## src/fetch_pkg.sv

```systemverilog
`default_nettype none

package fetch_pkg;

   // Widths fixed by the instruction set
   localparam int WORD_W    = 32;
   localparam int PC_W      = 32;
   localparam int ADDR_W    = 10;             // Word address into the instruction RAM
   localparam int WADDR_LSB = 2;              // Byte offset bits dropped from the PC
   localparam int RAM_DEPTH = 1024;           // Matches 2**ADDR_W so the pointer wraps

   typedef logic [WORD_W-1:0] word_t;         // Instruction or data word
   typedef logic [PC_W-1:0]   pc_t;           // Byte address of an instruction
   typedef logic [ADDR_W-1:0] waddr_t;        // Word address, PC[11:2]

   // sll $0 $0 0 encodes as all zeros
   localparam word_t NOP_WORD = 32'h0000_0000;
   localparam pc_t   RESET_PC = 32'h0000_0000; // First fetch address
   localparam pc_t   PC_STEP  = 32'd4;         // One instruction

   // Request on the single RAM port
   typedef struct packed {
      logic   we;                             // Write enable, read otherwise
      waddr_t addr;                           // Word address
      word_t  wdata;                          // Write data
   } ram_req_t;

   // IF/ID contents seen by decode
   typedef struct packed {
      logic  valid;                           // Low for flushed or lost fetches
      pc_t   pc;                              // PC of instr
      word_t instr;                           // Fetched instruction
   } fetch_out_t;

endpackage

`default_nettype wire

```

## src/prog_loader.sv

```systemverilog
`default_nettype none

// Writes strobed words into the RAM at consecutive word addresses
module prog_loader (
   input  wire logic              i_clk,
   input  wire logic              i_rst,
   input  wire logic              i_start,    // Load a new base address
   input  wire fetch_pkg::waddr_t i_base,
   input  wire logic              i_strobe,   // One word per strobe
   input  wire fetch_pkg::word_t  i_word,
   output fetch_pkg::ram_req_t    o_req       // Write request, valid when we is high
);

   fetch_pkg::waddr_t ptr_q;                  // Next write address
   fetch_pkg::waddr_t wr_addr;                // Address used this cycle

   // A start in the same cycle as a strobe writes at the new base
   assign wr_addr = i_start ? i_base : ptr_q;

   always_ff @(posedge i_clk) begin
      if (i_rst) begin
         ptr_q <= '0;
      end else if (i_strobe) begin
         ptr_q <= wr_addr + fetch_pkg::waddr_t'(1); // Wraps at the RAM depth
      end else if (i_start) begin
         ptr_q <= i_base;
      end
   end

   // Request goes out in the strobe cycle
   always_comb begin
      o_req.we    = i_strobe;
      o_req.addr  = wr_addr;
      o_req.wdata = i_word;
   end

endmodule

`default_nettype wire

```

## config.mk

```make
export PLATFORM = sky130hd
export DESIGN_NAME = prog_loader
export DESIGN_NICKNAME = d
export VERILOG_FILES = /design/src/fetch_pkg.sv /design/src/prog_loader.sv
export SDC_FILE = /design/constraint.sdc
export NUM_CORES = 1
export LEC_CHECK = 0
export ABC_AREA = 0
export BUFFER_PORTS_ARGS = -buffer_cell sky130_fd_sc_hd__buf_4
export CAP_MARGIN = 20
export CORE_UTILIZATION = 34
export CTS_CLUSTER_DIAMETER = 50
export DETAILED_ROUTE_END_ITERATION = 12
export PLACE_DENSITY = 0.88
export SETUP_SLACK_MARGIN = 0.5
export SLEW_MARGIN = 30
export SYNTH_ARGS = -nofsm -noshare
export SYNTH_HDL_FRONTEND = slang
export SYNTH_SLANG_ARGS = --single-unit
```

## constraint.sdc

```tcl
create_clock -name i_clk -period 2.5 [get_ports i_clk]
set_input_delay 0.625 -clock i_clk [delete_from_list [all_inputs] [get_ports i_clk]]
set_output_delay 0.625 -clock i_clk [all_outputs]
set_load 0.02 [all_outputs]
```

==> flow_summary.ini <==
[final_layout]
layout-drive-gt1-share_pct = 43.82
areaGrowthSynthToFinish_pct = 2.545
fillers = 242
finalNonFillerCells = 117
final_cell_mix = buf_4, dfxtp_1, nor2_1
largest_reg_flops = 10
largestRegisters = ptr_q: 10 flops
diodes = 0
fin_area_sq_um = 857.1
mostFrequentLayoutCell = buf_4
fin_nets = 138
top_register = ptr_q

[floorplan]
die_y_um = 51.58
core_sq_um = 2255
start_util_pct = 37.07
fp.dieArea_sq_um = 2661
num_rows = 17
die_x_um = 51.58
io_pins = 89

[cts]
cts_num_sinks = 10
numCtsBuffers = 3
h-tree-depth = 1
cts_root_buffer = clkbuf_4
cts_tree = built
post_cts_hold_buffer_count = 0
clock_latency_ns = 0.26
clockBufferDepth = 2
clk_pin_slew_ns = 0.06

[sta]
max_freq_mhz = 499.2
period_share_pct = 80.13
rsz0062_at_grt = yes
finalSetupTns_ns = 0
min_period_ns = 2.003
final_hold_viol_count = 0
fin_hold_ws_ns = 0.6069
setup_viol = 0
worst_pin_slew_ns = 0.2823
skew_ns = 0.002961
slew_viol_final = 0
maxSlewHeadroom_pct = 81.15

[drt]
via_count = 591
vias_per_cell = 5.051
ant_nets = 0
initialDrtViolationCount = 7
finalWirelength_mm = 1.528
drc_errors = 0
first_pass_iters = 4
wire_per_inst_um = 13.06

[setup_path]
crit_type = in2out
reg2reg_from = ptr_q[0]
worstPathRequired_ns = 1.88
start_kind = input pin
end_kind = output port
slowest_delay_ns = 0.40
reg2reg_to = ptr_q[8]
cp_cell_sequence = buf_6 > mux2_2 > buf_4
path_depth = 3
crit_slowest_cell = mux2_2
crit_family = multiplexers
ff2ff_setup_slack_ns = 1.02
reg2reg_depth = 6
worst-path-max-fanout = 14
crit_buf_inv = 2
crit_arrival_ns = 1.38

[grt]
antenna_found_initial = 0
grt_pass1_wl_mm = 2.208
grt_pass1_vias = 558
track_usage_pct = 11.51
overflow = 0
grt_max_degree = 15

[worst_hold_path]
hp-start = i_rst
min_delay_path_depth = 2
hp-class = in2reg
hold_path_end = ptr_q[5]

[synth]
syn-instance-count = 97
ys_seq_elements = 10
synth_area_sq_um = 835.8
yosysWarnings = 0
yosysSeqAreaShare_pct = 23.95
synth_cell_types = 25
syn_nets = 144
avgSynthCellArea_sq_um = 8.617

[flow_run]
drv_cap = 0

[place]
io_buffers = 24
placed_cells = 114
place_area_sq_um = 793.3
gp_congestion = 0.7677

[outcome]
status = completed

[pwr]
p_leak_uw = 0.0003813
power.density_nw_per_um2 = 483.9
ir_drop_mv = 0.1692
area by class of cell:
class | instances | area [sq um] | area share [%]
flip-flops and latches | 10 | 200.2 | 23.36
well taps | 28 | 35.03 | 4.088
inverters | 4 | 15.01 | 1.752
multi-input cells | 48 | 400.4 | 46.72
repair buffers | 24 | 183.9 | 21.46
clock buffers | 3 | 22.52 | 2.628
worst max path at each step:
stage	end	from
4_1_cts	o_req[39]	i_start
5_1_grt	o_req[35]	i_start
3_5_place_dp	o_req[37]	i_start
3_3_place_gp	o_req[37]	i_start
6_report	o_req[39]	i_start
2_1_floorplan	ptr_q[8]	i_start
cell families (layout without fill, tap and decap cells):
| family | Yosys count | after routing | share of synthesized area, % |
|---|---|---|---|
| buffers and inverters | 39 | 31 | 33.23 |
| AND/OR/NAND/NOR | 25 | 25 | 16.62 |
| multiplexers | 11 | 11 | 14.22 |
| flip-flops | 10 | 10 | 23.95 |
| AO/OA/AOI/OAI | 6 | 6 | 5.240 |
| XOR/XNOR | 5 | 5 | 5.239 |
| adder cells (fa/ha/maj) | 1 | 1 | 1.497 |
cell usage after synthesis:
cell type,instances,share of area (%)
buf_4,33,30
dfxtp_1,10,24
nor2_1,8,3.6
mux2_2,6,8.1
xnor2_1,5,5.2
inv_1,4,1.8
mux2i_1,4,4.8
nor3_1,4,2.4
nand2_1,3,1.3
nand4_1,3,2.2
a21oi_1,2,1.2
nor2b_1,2,1.5
a211oi_1,1,0.90
a211oi_2,1,1.5
a22oi_1,1,0.90
a31oi_1,1,0.75
and3_1,1,0.75
and4_1,1,1.0
buf_6,1,1.3
clkbuf_1,1,0.45
ha_1,1,1.5
mux2_1,1,1.3
nand4b_1,1,1.0
nand4b_2,1,1.8
nor3b_1,1,0.90
worst reg2reg max path: stages (launching register included):
cell and delay [ns]:
dfxtp_1 0.32, mux2_2 0.19, ha_1 0.15, nand2_1 0.10, a211oi_2 0.31, and4_1 0.24
nor3_1 0.05
power breakdown:
group | internal, uW | total (uW) | switching, uW
registers | 171 | 177 | 6.40
clock network | 55.6 | 109 | 52.9
logic | 63.1 | 129 | 65.6
total | 290 | 415 | 125
routing by layer:
| layer | wire length [um] | up-vias | global-route usage, % |
|---|---|---|---|
| li1 | - | 279 | - |
| met1 | 571 | 265 | 12.39 |
| met2 | 729 | 42 | 17.75 |
| met3 | 201 | 5 | 5.263 |
| met4 | 26 | 0 | 8.108 |
| met5 | 0 | - | 0 |
per-stage QoR:
stage	setup slack [ns]	total power (uW)	util [%]
2_1_floorplan	0.5437	326.7	-
3_3_place_gp	0.4425	295.9	35.18
3_5_place_dp	0.3808	300.3	35.18
4_1_cts	0.5028	414.7	37.62
5_1_grt	0.4713	436.5	38.01
6_report	0.4967	414.7	38.01
repair_timing:
| item | in CTS | in global routing |
|---|---|---|
| setup endpoints to repair | 7 | 4 |
| gates resized for setup | 6 | 1 |
| setup buffers | 0 | 0 |
No activity file was read; power rests on OpenSTA's default activity.
