[src/fetch_pkg.sv]
`default_nettype none

package fetch_pkg;

   // Widths fixed by the instruction set
   localparam int WORD_W    = 32;
   localparam int PC_W      = 32;
   localparam int ADDR_W    = 10;             // Word address into the instruction RAM
   localparam int WADDR_LSB = 2;              // Byte offset bits dropped from the PC
   localparam int RAM_DEPTH = 1024;           // Matches 2**ADDR_W so the pointer wraps

   typedef logic [WORD_W-1:0] word_t;         // Instruction or data word
   typedef logic [PC_W-1:0]   pc_t;           // Byte address of an instruction
   typedef logic [ADDR_W-1:0] waddr_t;        // Word address, PC[11:2]

   // sll $0 $0 0 encodes as all zeros
   localparam word_t NOP_WORD = 32'h0000_0000;
   localparam pc_t   RESET_PC = 32'h0000_0000; // First fetch address
   localparam pc_t   PC_STEP  = 32'd4;         // One instruction

   // Request on the single RAM port
   typedef struct packed {
      logic   we;                             // Write enable, read otherwise
      waddr_t addr;                           // Word address
      word_t  wdata;                          // Write data
   } ram_req_t;

   // IF/ID contents seen by decode
   typedef struct packed {
      logic  valid;                           // Low for flushed or lost fetches
      pc_t   pc;                              // PC of instr
      word_t instr;                           // Fetched instruction
   } fetch_out_t;

endpackage

`default_nettype wire

[src/ram_arbiter.sv]
`default_nettype none

// Fixed priority arbiter for the RAM port, loader over fetch
// Also keeps the IF/ID valid bit
module ram_arbiter (
   input  wire fetch_pkg::ram_req_t i_load_req,   // From the loader
   input  wire fetch_pkg::waddr_t   i_fetch_addr, // From the PC unit, always requesting
   input  wire logic                i_clk,
   input  wire logic                i_rst,
   input  wire logic                i_stall,
   input  wire logic                i_flush,
   output fetch_pkg::ram_req_t      o_ram_req,
   output logic                     o_fetch_lost, // Fetch dropped this cycle
   output logic                     o_valid       // IF/ID valid
);

   logic valid_q;

   // Loader write passes through, otherwise a read at the PC
   always_comb begin
      if (i_load_req.we) begin
         o_ram_req = i_load_req;
      end else begin
         o_ram_req.we    = 1'b0;
         o_ram_req.addr  = i_fetch_addr;
         o_ram_req.wdata = '0;                // Unused on reads
      end
   end

   assign o_fetch_lost = i_load_req.we;

   // Same priority as the RAM read register
   always_ff @(posedge i_clk) begin
      if (i_rst) begin
         valid_q <= 1'b0;
      end else if (o_fetch_lost || i_flush) begin
         valid_q <= 1'b0;                     // Written word or NOP is not an instruction to run
      end else if (!i_stall) begin
         valid_q <= 1'b1;
      end
   end

   assign o_valid = valid_q;

endmodule

`default_nettype wire

[config.mk]
export PLATFORM = sky130hd
export DESIGN_NAME = ram_arbiter
export DESIGN_NICKNAME = d
export VERILOG_FILES = /design/src/fetch_pkg.sv /design/src/ram_arbiter.sv
export SDC_FILE = /design/constraint.sdc
export NUM_CORES = 1
export LEC_CHECK = 0
export ABC_CLOCK_PERIOD_IN_PS = 800
export BUFFER_PORTS_ARGS = -buffer_cell sky130_fd_sc_hd__buf_2
export CELL_PAD_IN_SITES_DETAIL_PLACEMENT = 0
export CELL_PAD_IN_SITES_GLOBAL_PLACEMENT = 1
export CORE_MARGIN = 1.5
export CORE_UTILIZATION = 11
export DETAILED_ROUTE_END_ITERATION = 16
export HOLD_SLACK_MARGIN = 0.08
export MAX_ROUTING_LAYER = met4
export PLACE_DENSITY_LB_ADDON = 0.08
export SYNTH_ARGS = -nofsm -noshare
export SYNTH_HDL_FRONTEND = slang
export SYNTH_SLANG_ARGS = --single-unit
export TNS_END_PERCENT = 1
[constraint.sdc]
create_clock -name i_clk -period 0.8 [get_ports i_clk]
set_input_delay 0.04 -clock i_clk [delete_from_list [all_inputs] [get_ports i_clk]]
set_output_delay 0.04 -clock i_clk [all_outputs]
set_load 0.01 [all_outputs]
==> run_results.csv <==
group,metric,value,unit
status,outcome,"completed",
sta,tightestPinTransition,225.1,ps
grt,number_of_antenna_violations_at_the_first_check_in_global_routing,0,
clock_tree,post-cts-setup-buffers,0,
final_layout,final_design_area_no_fill,1066,µm²
clock_tree,insertion_delay,0,ps
power,pwr_density_cell,559.8,nW/µm²
route,finalWirelength,1.801,mm
worst_setup_path,timing_worst_setup_path_type,"in2out",
place,placement.cell_area,1006,µm²
route,drtAntennaViolNets,0,
route,dr.pass1.iters,2,
floorplan,floorplan.die.height,67.08,µm
synthesis,synth.lib_cells_used.distinct,10,
worst_setup_path,setup.worst_path.end_class,"output port",
sta,timing.final.setup_violations,0,
sta,worst_slew_margin,84.99,%
worst_setup_path,maximum_fanout_along_the_worst_path,11,
synthesis,ys_seq_elements,1,
sta,maxSlewViolCount,0,
sta,min_period_over_period,94.40,%
power,leakage,0.6383,nW
synthesis,synthesis.nets,109,
floorplan,design.core.area,3971,µm²
route,post-route-drc-count,0,
route,via_per_inst,3.575,
final_layout,num-nets-final,209,
worst_setup_path,largest_delay_share_family_worst_path,"buffers and inverters",
final_layout,antennaDiodeCount,0,
floorplan,number_of_cell_rows,23,
final_layout,fin_cells,200,
sta,max_freq,1324,MHz
floorplan,horizontal_die_dimension,67.08,µm
sta,report.final.hold_viol_count,0,
grt,grt_max_degree,23,
route,route.detailed.wl_per_inst,9.005,µm
floorplan,initial_core_util,11.37,%
worst_setup_path,crit_slowest_cell,"sky130_fd_sc_hd__mux2_4",
final_layout,drive_above_1_share,77.33,%
worst_setup_path,critPathRequiredTime,760,ps
place,buffer_ports.inserted,101,
place,post-place-cells,199,
grt,globalRouteOverflowTotal,0,
worst_setup_path,number_of_buffer_and_inverter_stages_on_the_critical_path,3,
place,detailed_place_hpwl,1.549,mm
worst_setup_path,worstPathArrival,720,ps
flow_run,drv_cap,0,
synthesis,syn_avg_cell_area,8.686,µm²
final_layout,largest_register_ff_count,1,
final_layout,syn2layout_area_growth,136.0,%
worst_setup_path,largest_stage_delay_on_the_critical_path,280,ps
sta,timing.clock.skew,0,ps
synthesis,synth_cells,52,
grt,first_global_vias,642,
final_layout,commonest_non_fill_non_tap_cells_in_the_layout,"sky130_fd_sc_hd__buf_2, sky130_fd_sc_hd__and2_1, sky130_fd_sc_hd__mux2_4",
grt,grt_first_pass_wirelength,2.394,mm
worst_setup_path,cp_cell_sequence,"buf_6 > buf_12 > mux2_4 > buf_2",
synthesis,yosysSeqAreaShare,4.432,%
sta,grt_setup_unrepaired,"false",
final_layout,final_common_cell,"sky130_fd_sc_hd__buf_2",
route,drtIter0Drc,4,
route,vias,715,
floorplan,design.die.area,4500,µm²
power,vdd_ir_drop_max,0.1757,mV
floorplan,ios,102,
synthesis,synthesis.area,451.7,µm²
clock_tree,clk_pin_slew,0,ps
sta,timing.final.crit_period,755.2,ps
hold_path,hold_path_class,"in2reg",
grt,gr-usage-all-layers,6.449,%
place,gpl.final_weighted_congestion,0.6241,
synthesis,yosys_warnings,0,
worst_setup_path,setup.worst_path.start_class,"input port",
-- Yosys cell counts --
| cell type | instances | area share [%] |
|---|---|---|
| sky130_fd_sc_hd__and2_1 | 32 | 44 |
| sky130_fd_sc_hd__mux2_2 | 3 | 7.5 |
| sky130_fd_sc_hd__dfxtp_1 | 1 | 4.4 |
| sky130_fd_sc_hd__buf_12 | 1 | 4.4 |
| sky130_fd_sc_hd__mux2_4 | 7 | 23 |
| sky130_fd_sc_hd__buf_2 | 3 | 3.3 |
| sky130_fd_sc_hd__buf_4 | 2 | 3.3 |
| sky130_fd_sc_hd__a2111oi_4 | 1 | 6.1 |
| sky130_fd_sc_hd__buf_6 | 1 | 2.5 |
| sky130_fd_sc_hd__inv_1 | 1 | 0.83 |
-- cells by family after synthesis --
| family | after synthesis | synth area share [%] |
|---|---|---|
| and+or+nand+nor | 32 | 44.32 |
| muxes | 10 | 30.75 |
| buffers and inverters | 8 | 14.40 |
| AOI/OAI and AO/OA | 1 | 6.095 |
| DFF | 1 | 4.432 |
-- timing repair --
item                       CTS  global route
gates cloned                 0             1
hold buffers                 0             0
hold endpoints to repair     0             0
setup endpoints to repair    3            11
resized for setup            2             6
-- where the power goes --
part | internal (mW) | switching, mW
clock network | 0 | 0
registers | 0.0524 | 0.000718
logic | 0.331 | 0.213
total | 0.383 | 0.214
-- routing by layer --
metal,global-route usage (%),up-vias,share of wire [%]
li1,-,358,-
met1,7.407,296,35
met2,12.87,61,51
met3,0.3378,0,14
met4,0,0,0
met5,-,-,0
-- layout make-up --
class	count	area [µm²]
Multi-Input combinational cell	43	366.6
Sequential cell	1	20.02
Fill cell	454	2905
Tap cell	50	62.56
Inverter	1	3.754
Timing Repair Buffer	105	613.1
-- per-stage QoR --
| step | setup TNS [ps] | power, mW | hold WS (ps) | util [%] | worst slack [ps] |
|---|---|---|---|---|---|
| 2_1_floorplan | 0 | 0.3038 | 104.3 | - | 13.72 |
| 3_3_place_gp | 0 | 0.5602 | 227.1 | 25.33 | 2.876 |
| 3_5_place_dp | -3.634 | 0.5609 | 236.8 | 25.33 | -2.656 |
| 4_1_cts | -1.410 | 0.5728 | 237.3 | 25.65 | -1.410 |
| 5_1_grt | 0 | 0.6487 | 244.1 | 26.84 | 17.32 |
| 6_report | 0 | 0.5968 | 234.4 | 26.84 | 44.83 |
-- final timing paths --
| check | endpoint | start | cells after the start | slack [ps] |
|---|---|---|---|---|
| hold / removal | o_valid | i_flush | 2 | 230 |
| setup reg to reg | o_valid | o_valid | 2 | 60 |
| setup / recovery | o_ram_req[38] | i_load_req[42] | 4 | 40 |
| hold reg to reg | o_valid | o_valid | 2 | 490 |
Power figures use the tool's default switching activity.
