<file path="config.mk">
export PLATFORM = sky130hd
export DESIGN_NAME = pc_unit
export DESIGN_NICKNAME = d
export VERILOG_FILES = /design/src/fetch_pkg.sv /design/src/pc_unit.sv
export SDC_FILE = /design/constraint.sdc
export NUM_CORES = 1
export LEC_CHECK = 0
export BUFFER_PORTS_ARGS = -buffer_cell sky130_fd_sc_hd__buf_4
export CORE_MARGIN = 2
export CORE_UTILIZATION = 56
export CTS_CLUSTER_DIAMETER = 40
export DETAILED_ROUTE_END_ITERATION = 12
export GPL_TIMING_DRIVEN = 0
export PLACE_DENSITY = 0.84
export SLEW_MARGIN = 20
export SYNTH_ARGS = -nofsm -noshare
export SYNTH_HDL_FRONTEND = slang
export SYNTH_SLANG_ARGS = --single-unit
</file>
<file path="constraint.sdc">
create_clock -name i_clk -period 5.64 [get_ports i_clk]
set_input_delay 0.564 -clock i_clk [delete_from_list [all_inputs] [get_ports i_clk]]
set_output_delay 0.564 -clock i_clk [all_outputs]
set_load 0.005 [all_outputs]
</file>
<file path="src/fetch_pkg.sv">
`default_nettype none

package fetch_pkg;

   // Widths fixed by the instruction set
   localparam int WORD_W    = 32;
   localparam int PC_W      = 32;
   localparam int ADDR_W    = 10;             // Word address into the instruction RAM
   localparam int WADDR_LSB = 2;              // Byte offset bits dropped from the PC
   localparam int RAM_DEPTH = 1024;           // Matches 2**ADDR_W so the pointer wraps

   typedef logic [WORD_W-1:0] word_t;         // Instruction or data word
   typedef logic [PC_W-1:0]   pc_t;           // Byte address of an instruction
   typedef logic [ADDR_W-1:0] waddr_t;        // Word address, PC[11:2]

   // sll $0 $0 0 encodes as all zeros
   localparam word_t NOP_WORD = 32'h0000_0000;
   localparam pc_t   RESET_PC = 32'h0000_0000; // First fetch address
   localparam pc_t   PC_STEP  = 32'd4;         // One instruction

   // Request on the single RAM port
   typedef struct packed {
      logic   we;                             // Write enable, read otherwise
      waddr_t addr;                           // Word address
      word_t  wdata;                          // Write data
   } ram_req_t;

   // IF/ID contents seen by decode
   typedef struct packed {
      logic  valid;                           // Low for flushed or lost fetches
      pc_t   pc;                              // PC of instr
      word_t instr;                           // Fetched instruction
   } fetch_out_t;

endpackage

`default_nettype wire

</file>
<file path="src/pc_unit.sv">
`default_nettype none

// Program counter with redirect, stall hold and the IF/ID PC copy
module pc_unit (
   input  wire logic           i_clk,
   input  wire logic           i_rst,
   input  wire logic           i_stall,       // IF/ID hold
   input  wire logic           i_flush,       // Fetched slot is squashed, PC keeps moving
   input  wire logic           i_fetch_lost,  // Loader took the RAM port this cycle
   input  wire logic           i_redirect,    // Branch or jump taken
   input  wire fetch_pkg::pc_t i_target,      // Redirect byte address
   output fetch_pkg::waddr_t   o_fetch_addr,  // Word address of the current fetch
   output fetch_pkg::pc_t      o_if_pc        // PC of the instruction in IF/ID
);

   fetch_pkg::pc_t pc_q;                      // Address being fetched now
   fetch_pkg::pc_t if_pc_q;                   // Follows the RAM read register
   fetch_pkg::pc_t pc_seq;                    // Sequential next PC
   logic           advance;                   // Fetch completed this cycle

   // Same update rule as the RAM read register
   // A lost fetch holds, a flush still consumes the slot, a stall holds
   assign advance = !i_fetch_lost && (i_flush || !i_stall);

   assign pc_seq = pc_q + fetch_pkg::PC_STEP;

   always_ff @(posedge i_clk) begin
      if (i_rst) begin
         pc_q <= fetch_pkg::RESET_PC;
      end else if (i_redirect) begin
         pc_q <= i_target;                    // Taken even while stalled
      end else if (advance) begin
         pc_q <= pc_seq;
      end
   end

   // PC copy for IF/ID, captured with the instruction it belongs to
   always_ff @(posedge i_clk) begin
      if (i_rst) begin
         if_pc_q <= fetch_pkg::RESET_PC;
      end else if (advance) begin
         if_pc_q <= pc_q;
      end
   end

   // PC[11:2] indexes the 1024-word RAM
   assign o_fetch_addr = pc_q[fetch_pkg::WADDR_LSB +: fetch_pkg::ADDR_W];
   assign o_if_pc      = if_pc_q;

endmodule

`default_nettype wire

</file>
==> impl_metrics.prom <==
# TYPE chip_impl_metric gauge
chip_impl_metric{name="fill_cells",unit=""} 404
chip_impl_metric{name="lkg_pwr",unit="µW"} 0.00150
chip_impl_metric{name="die-width",unit="µm"} 76.5
chip_impl_metric{name="synth-async-reset-ratio",unit=""} 0
chip_impl_metric{name="portion_of_total_power_attributed_to_combinational_logic",unit=""} 0.119
chip_impl_metric{name="initial_core_util",unit=""} 0.579
chip_impl_metric{name="placed_cell_area",unit="mm²"} 0.00361
chip_impl_metric{name="yosys_warnings",unit=""} 0
chip_impl_metric{name="critical_path.max_fanout",unit=""} 7
chip_impl_metric{name="fin_setup_tns",unit="ns"} 0
chip_impl_metric{name="yosysSeqAreaShare",unit=""} 0.436
chip_impl_info{name="synth_top_flop_cell",value="sky130_fd_sc_hd__dfxtp_1"} 1
chip_impl_metric{name="critPathRequiredTime",unit="ns"} 5.91
chip_impl_metric{name="tritoncts.num_buffers",unit=""} 9
chip_impl_metric{name="period_needed",unit="ns"} 2.33
chip_impl_metric{name="global_route_wire_length_before_repair",unit="mm"} 13.1
chip_impl_metric{name="synth_area",unit="mm²"} 0.00294
chip_impl_metric{name="drive_gt1_frac",unit=""} 0.256
chip_impl_metric{name="gp_congestion",unit=""} 0.854
chip_impl_metric{name="grt_overflow_total",unit=""} 0
chip_impl_metric{name="clkSlewWorstSetupHoldPaths",unit="ns"} 0.07
chip_impl_info{name="cts_tree",value="done"} 1
chip_impl_metric{name="slew_limit_headroom",unit=""} 0.534
chip_impl_metric{name="setup_viol_count_final",unit=""} 0
chip_impl_metric{name="clock-skew-final",unit="ns"} 0.00787
chip_impl_metric{name="cts_hold_repair.buffers",unit=""} 0
chip_impl_metric{name="mean_number_of_vias_per_cell",unit=""} 5.55
chip_impl_metric{name="finalHoldViolCount",unit=""} 0
chip_impl_info{name="min_path_type",value="reg2reg"} 1
chip_impl_metric{name="synth_cells",unit=""} 359
chip_impl_metric{name="p_seq_frac",unit=""} 0.472
chip_impl_metric{name="final_cell_area",unit="mm²"} 0.00383
chip_impl_metric{name="hold_slack",unit="ns"} 0.457
chip_impl_metric{name="final-max-slew-violation-count",unit=""} 0
chip_impl_metric{name="die_y",unit="µm"} 76.5
chip_impl_metric{name="hpwl",unit="mm"} 5.51
chip_impl_metric{name="synthesis.area_per_instance",unit="µm²"} 8.19
chip_impl_metric{name="final_nets",unit=""} 487
chip_impl_metric{name="synthToLayoutAreaGrowth",unit="%"} 30.4
chip_impl_metric{name="clock_tree.buffer_depth",unit=""} 2
chip_impl_metric{name="antenna_violations_before_repair",unit=""} 0
chip_impl_metric{name="cts_resized",unit=""} 0
chip_impl_metric{name="layout_worst_path_cycle_share",unit=""} 0.414
chip_impl_metric{name="power.density_cell_area",unit="mW/mm²"} 279
chip_impl_metric{name="synth_enable_flop_cells",unit=""} 0
chip_impl_metric{name="htreeDepth",unit=""} 3
chip_impl_metric{name="sw_frac_of_total",unit=""} 0.251
chip_impl_metric{name="die-area",unit="mm²"} 0.00585
chip_impl_info{name="layout.cells.most_common_list",value="sky130_fd_sc_hd__buf_4 (88), sky130_fd_sc_hd__nand2_1 (78), sky130_fd_sc_hd__dfxtp_1 (64)"} 1
chip_impl_info{name="criticalPathCategory",value="reg2reg"} 1
chip_impl_info{name="critPathCaptureType",value="flop"} 1
chip_impl_metric{name="clock_power_share",unit=""} 0.409
chip_impl_info{name="status",value="finished clean"} 1
chip_impl_metric{name="io_buffers",unit=""} 78
chip_impl_metric{name="globalRouteTotalUtil",unit=""} 0.278
chip_impl_metric{name="post_cts_buffers",unit=""} 0
chip_impl_metric{name="max_freq",unit="GHz"} 0.429
chip_impl_metric{name="drt-total-wl",unit="mm"} 7.81
chip_impl_metric{name="max_cap_violations",unit=""} 0
chip_impl_metric{name="dr.pass1.iters",unit=""} 4
chip_impl_metric{name="worst_skew_pair.late_latency",unit="ns"} 0.34
chip_impl_info{name="commonest_non_fill_non_tap_cell_in_the_layout",value="sky130_fd_sc_hd__buf_4"} 1
chip_impl_metric{name="net_switching",unit="µW"} 268
chip_impl_metric{name="routed_via_count",unit=""} 2901
chip_impl_info{name="grt_setup_unrepaired",value="false"} 1
chip_impl_metric{name="synth_nets",unit=""} 398
chip_impl_metric{name="vias_in_the_first_global_route",unit=""} 2759
chip_impl_metric{name="post-route-drc-count",unit=""} 0
chip_impl_metric{name="power.ir.vdd_worst",unit="mV"} 0.160
chip_impl_metric{name="antenna_cells_inserted",unit=""} 0
chip_impl_metric{name="floorplan.core_area",unit="mm²"} 0.00507
chip_impl_metric{name="fin_util",unit=""} 0.755
chip_impl_metric{name="synth.distinct_cells",unit=""} 43
chip_impl_metric{name="p_int",unit="µW"} 801
chip_impl_metric{name="synth_seq_cells",unit=""} 64
chip_impl_metric{name="arrival",unit="ns"} 2.61
chip_impl_metric{name="drt-initial-drc-count",unit=""} 224
chip_impl_metric{name="floorplan.rows",unit=""} 26
chip_impl_metric{name="clock_sink_count",unit=""} 64
chip_impl_metric{name="design.portCount",unit=""} 80
chip_impl_info{name="critical_path.startpoint_type",value="flop"} 1
chip_impl_metric{name="max_slew.worst_pin.slew",unit="ns"} 0.693
chip_impl_info{name="root_buffer",value="sky130_fd_sc_hd__clkbuf_8"} 1
chip_impl_metric{name="ant_nets",unit=""} 0
chip_impl_metric{name="avgRoutedWirePerCell",unit="µm"} 14.9
chip_impl_metric{name="grt_max_degree",unit=""} 12
==> final timing paths <==
check | to | slack, ns | cells after the start | from
setup / recovery | pc_q[28] | 3.31 | 6 | pc_q[2]
hold / removal | o_if_pc[28] | 0.46 | 2 | o_if_pc[28]
setup reg to reg | pc_q[28] | 3.31 | 6 | pc_q[2]
hold reg to reg | o_if_pc[28] | 0.46 | 2 | o_if_pc[28]
==> cell usage after synthesis (6+ instances only) <==
cell type / instances / share of area
sky130_fd_sc_hd__nand2_1: 78 / 0.10
sky130_fd_sc_hd__dfxtp_1: 64 / 0.44
sky130_fd_sc_hd__nand3_1: 9 / 0.015
sky130_fd_sc_hd__nor2_1: 31 / 0.040
sky130_fd_sc_hd__a211oi_1: 19 / 0.049
sky130_fd_sc_hd__xor2_1: 11 / 0.033
sky130_fd_sc_hd__nand4_1: 12 / 0.026
sky130_fd_sc_hd__a21oi_1: 34 / 0.058
sky130_fd_sc_hd__clkbuf_1: 15 / 0.019
sky130_fd_sc_hd__buf_4: 10 / 0.026
sky130_fd_sc_hd__o21ai_0: 6 / 0.010
sky130_fd_sc_hd__xnor2_1: 11 / 0.033
sky130_fd_sc_hd__or3_1: 6 / 0.013
==> final cells by class <==
type	instances	area [µm²]	area share
multi-input cells	260	1460	0.381
flip-flops and latches	64	1280	0.334
clock inverters	6	82.6	0.0215
plain buffers	31	184	0.0480
clock buffers	10	138	0.0359
inverters	4	15.0	0.00392
well taps	70	87.6	0.0228
repair buffers	78	586	0.153
==> power by group through the flow <==
stage / Sequential, µW / Combinational [µW] / Clock (µW)
2_1_floorplan: 508 / 68.6 / 0
5_1_grt: 509 / 140 / 462
3_5_place_dp: 514 / 126 / 0
4_1_cts: 504 / 128 / 442
3_3_place_gp: 513 / 123 / 0
6_report: 505 / 128 / 437
==> worst max-delay path: stages (launching register included) <==
cell,delay (ns)
sky130_fd_sc_hd__dfxtp_1,0.44
sky130_fd_sc_hd__ha_1,0.19
sky130_fd_sc_hd__and2b_2,0.16
sky130_fd_sc_hd__nand4_1,0.32
sky130_fd_sc_hd__or4b_4,0.66
sky130_fd_sc_hd__or3_1,0.33
sky130_fd_sc_hd__a31oi_1,0.16
==> registers in the layout (all words and copies together) (netlist names) <==
signal	flops
o_if_pc	32
pc_q	32
==> metal layers <==
layer | track usage | routed length, µm | vias up
met5 | 0 | 0 | -
met4 | 0.129 | 176 | 0
met3 | 0.0675 | 511 | 15
met2 | 0.450 | 3780 | 114
met1 | 0.350 | 3340 | 1355
li1 | - | - | 1417
==> through the flow <==
stage | setup WS [ns] | instances | total power [µW]
after detailed placement | 3.20 | 507 | 640
after floorplan | 3.56 | 359 | 577
after global placement | 3.23 | 507 | 636
final | 3.31 | 523 | 1070
after CTS | 3.30 | 523 | 1070
after global routing | 3.21 | 523 | 1110
==> cells by family (layout without fill, tap and decap cells) <==
| kind of cell | Yosys count | after routing | share of synthesized area |
|---|---|---|---|
| xor gates and xnor gates | 22 | 22 | 0.0655 |
| and+or+nand+nor | 163 | 163 | 0.269 |
| adders and majority gates | 1 | 1 | 0.00425 |
| muxes | 2 | 2 | 0.00681 |
| DFF | 64 | 64 | 0.436 |
| AOI/OAI and AO/OA | 72 | 72 | 0.151 |
| buffers and inverters | 35 | 129 | 0.0677 |
Power figures use the tool's default switching activity.
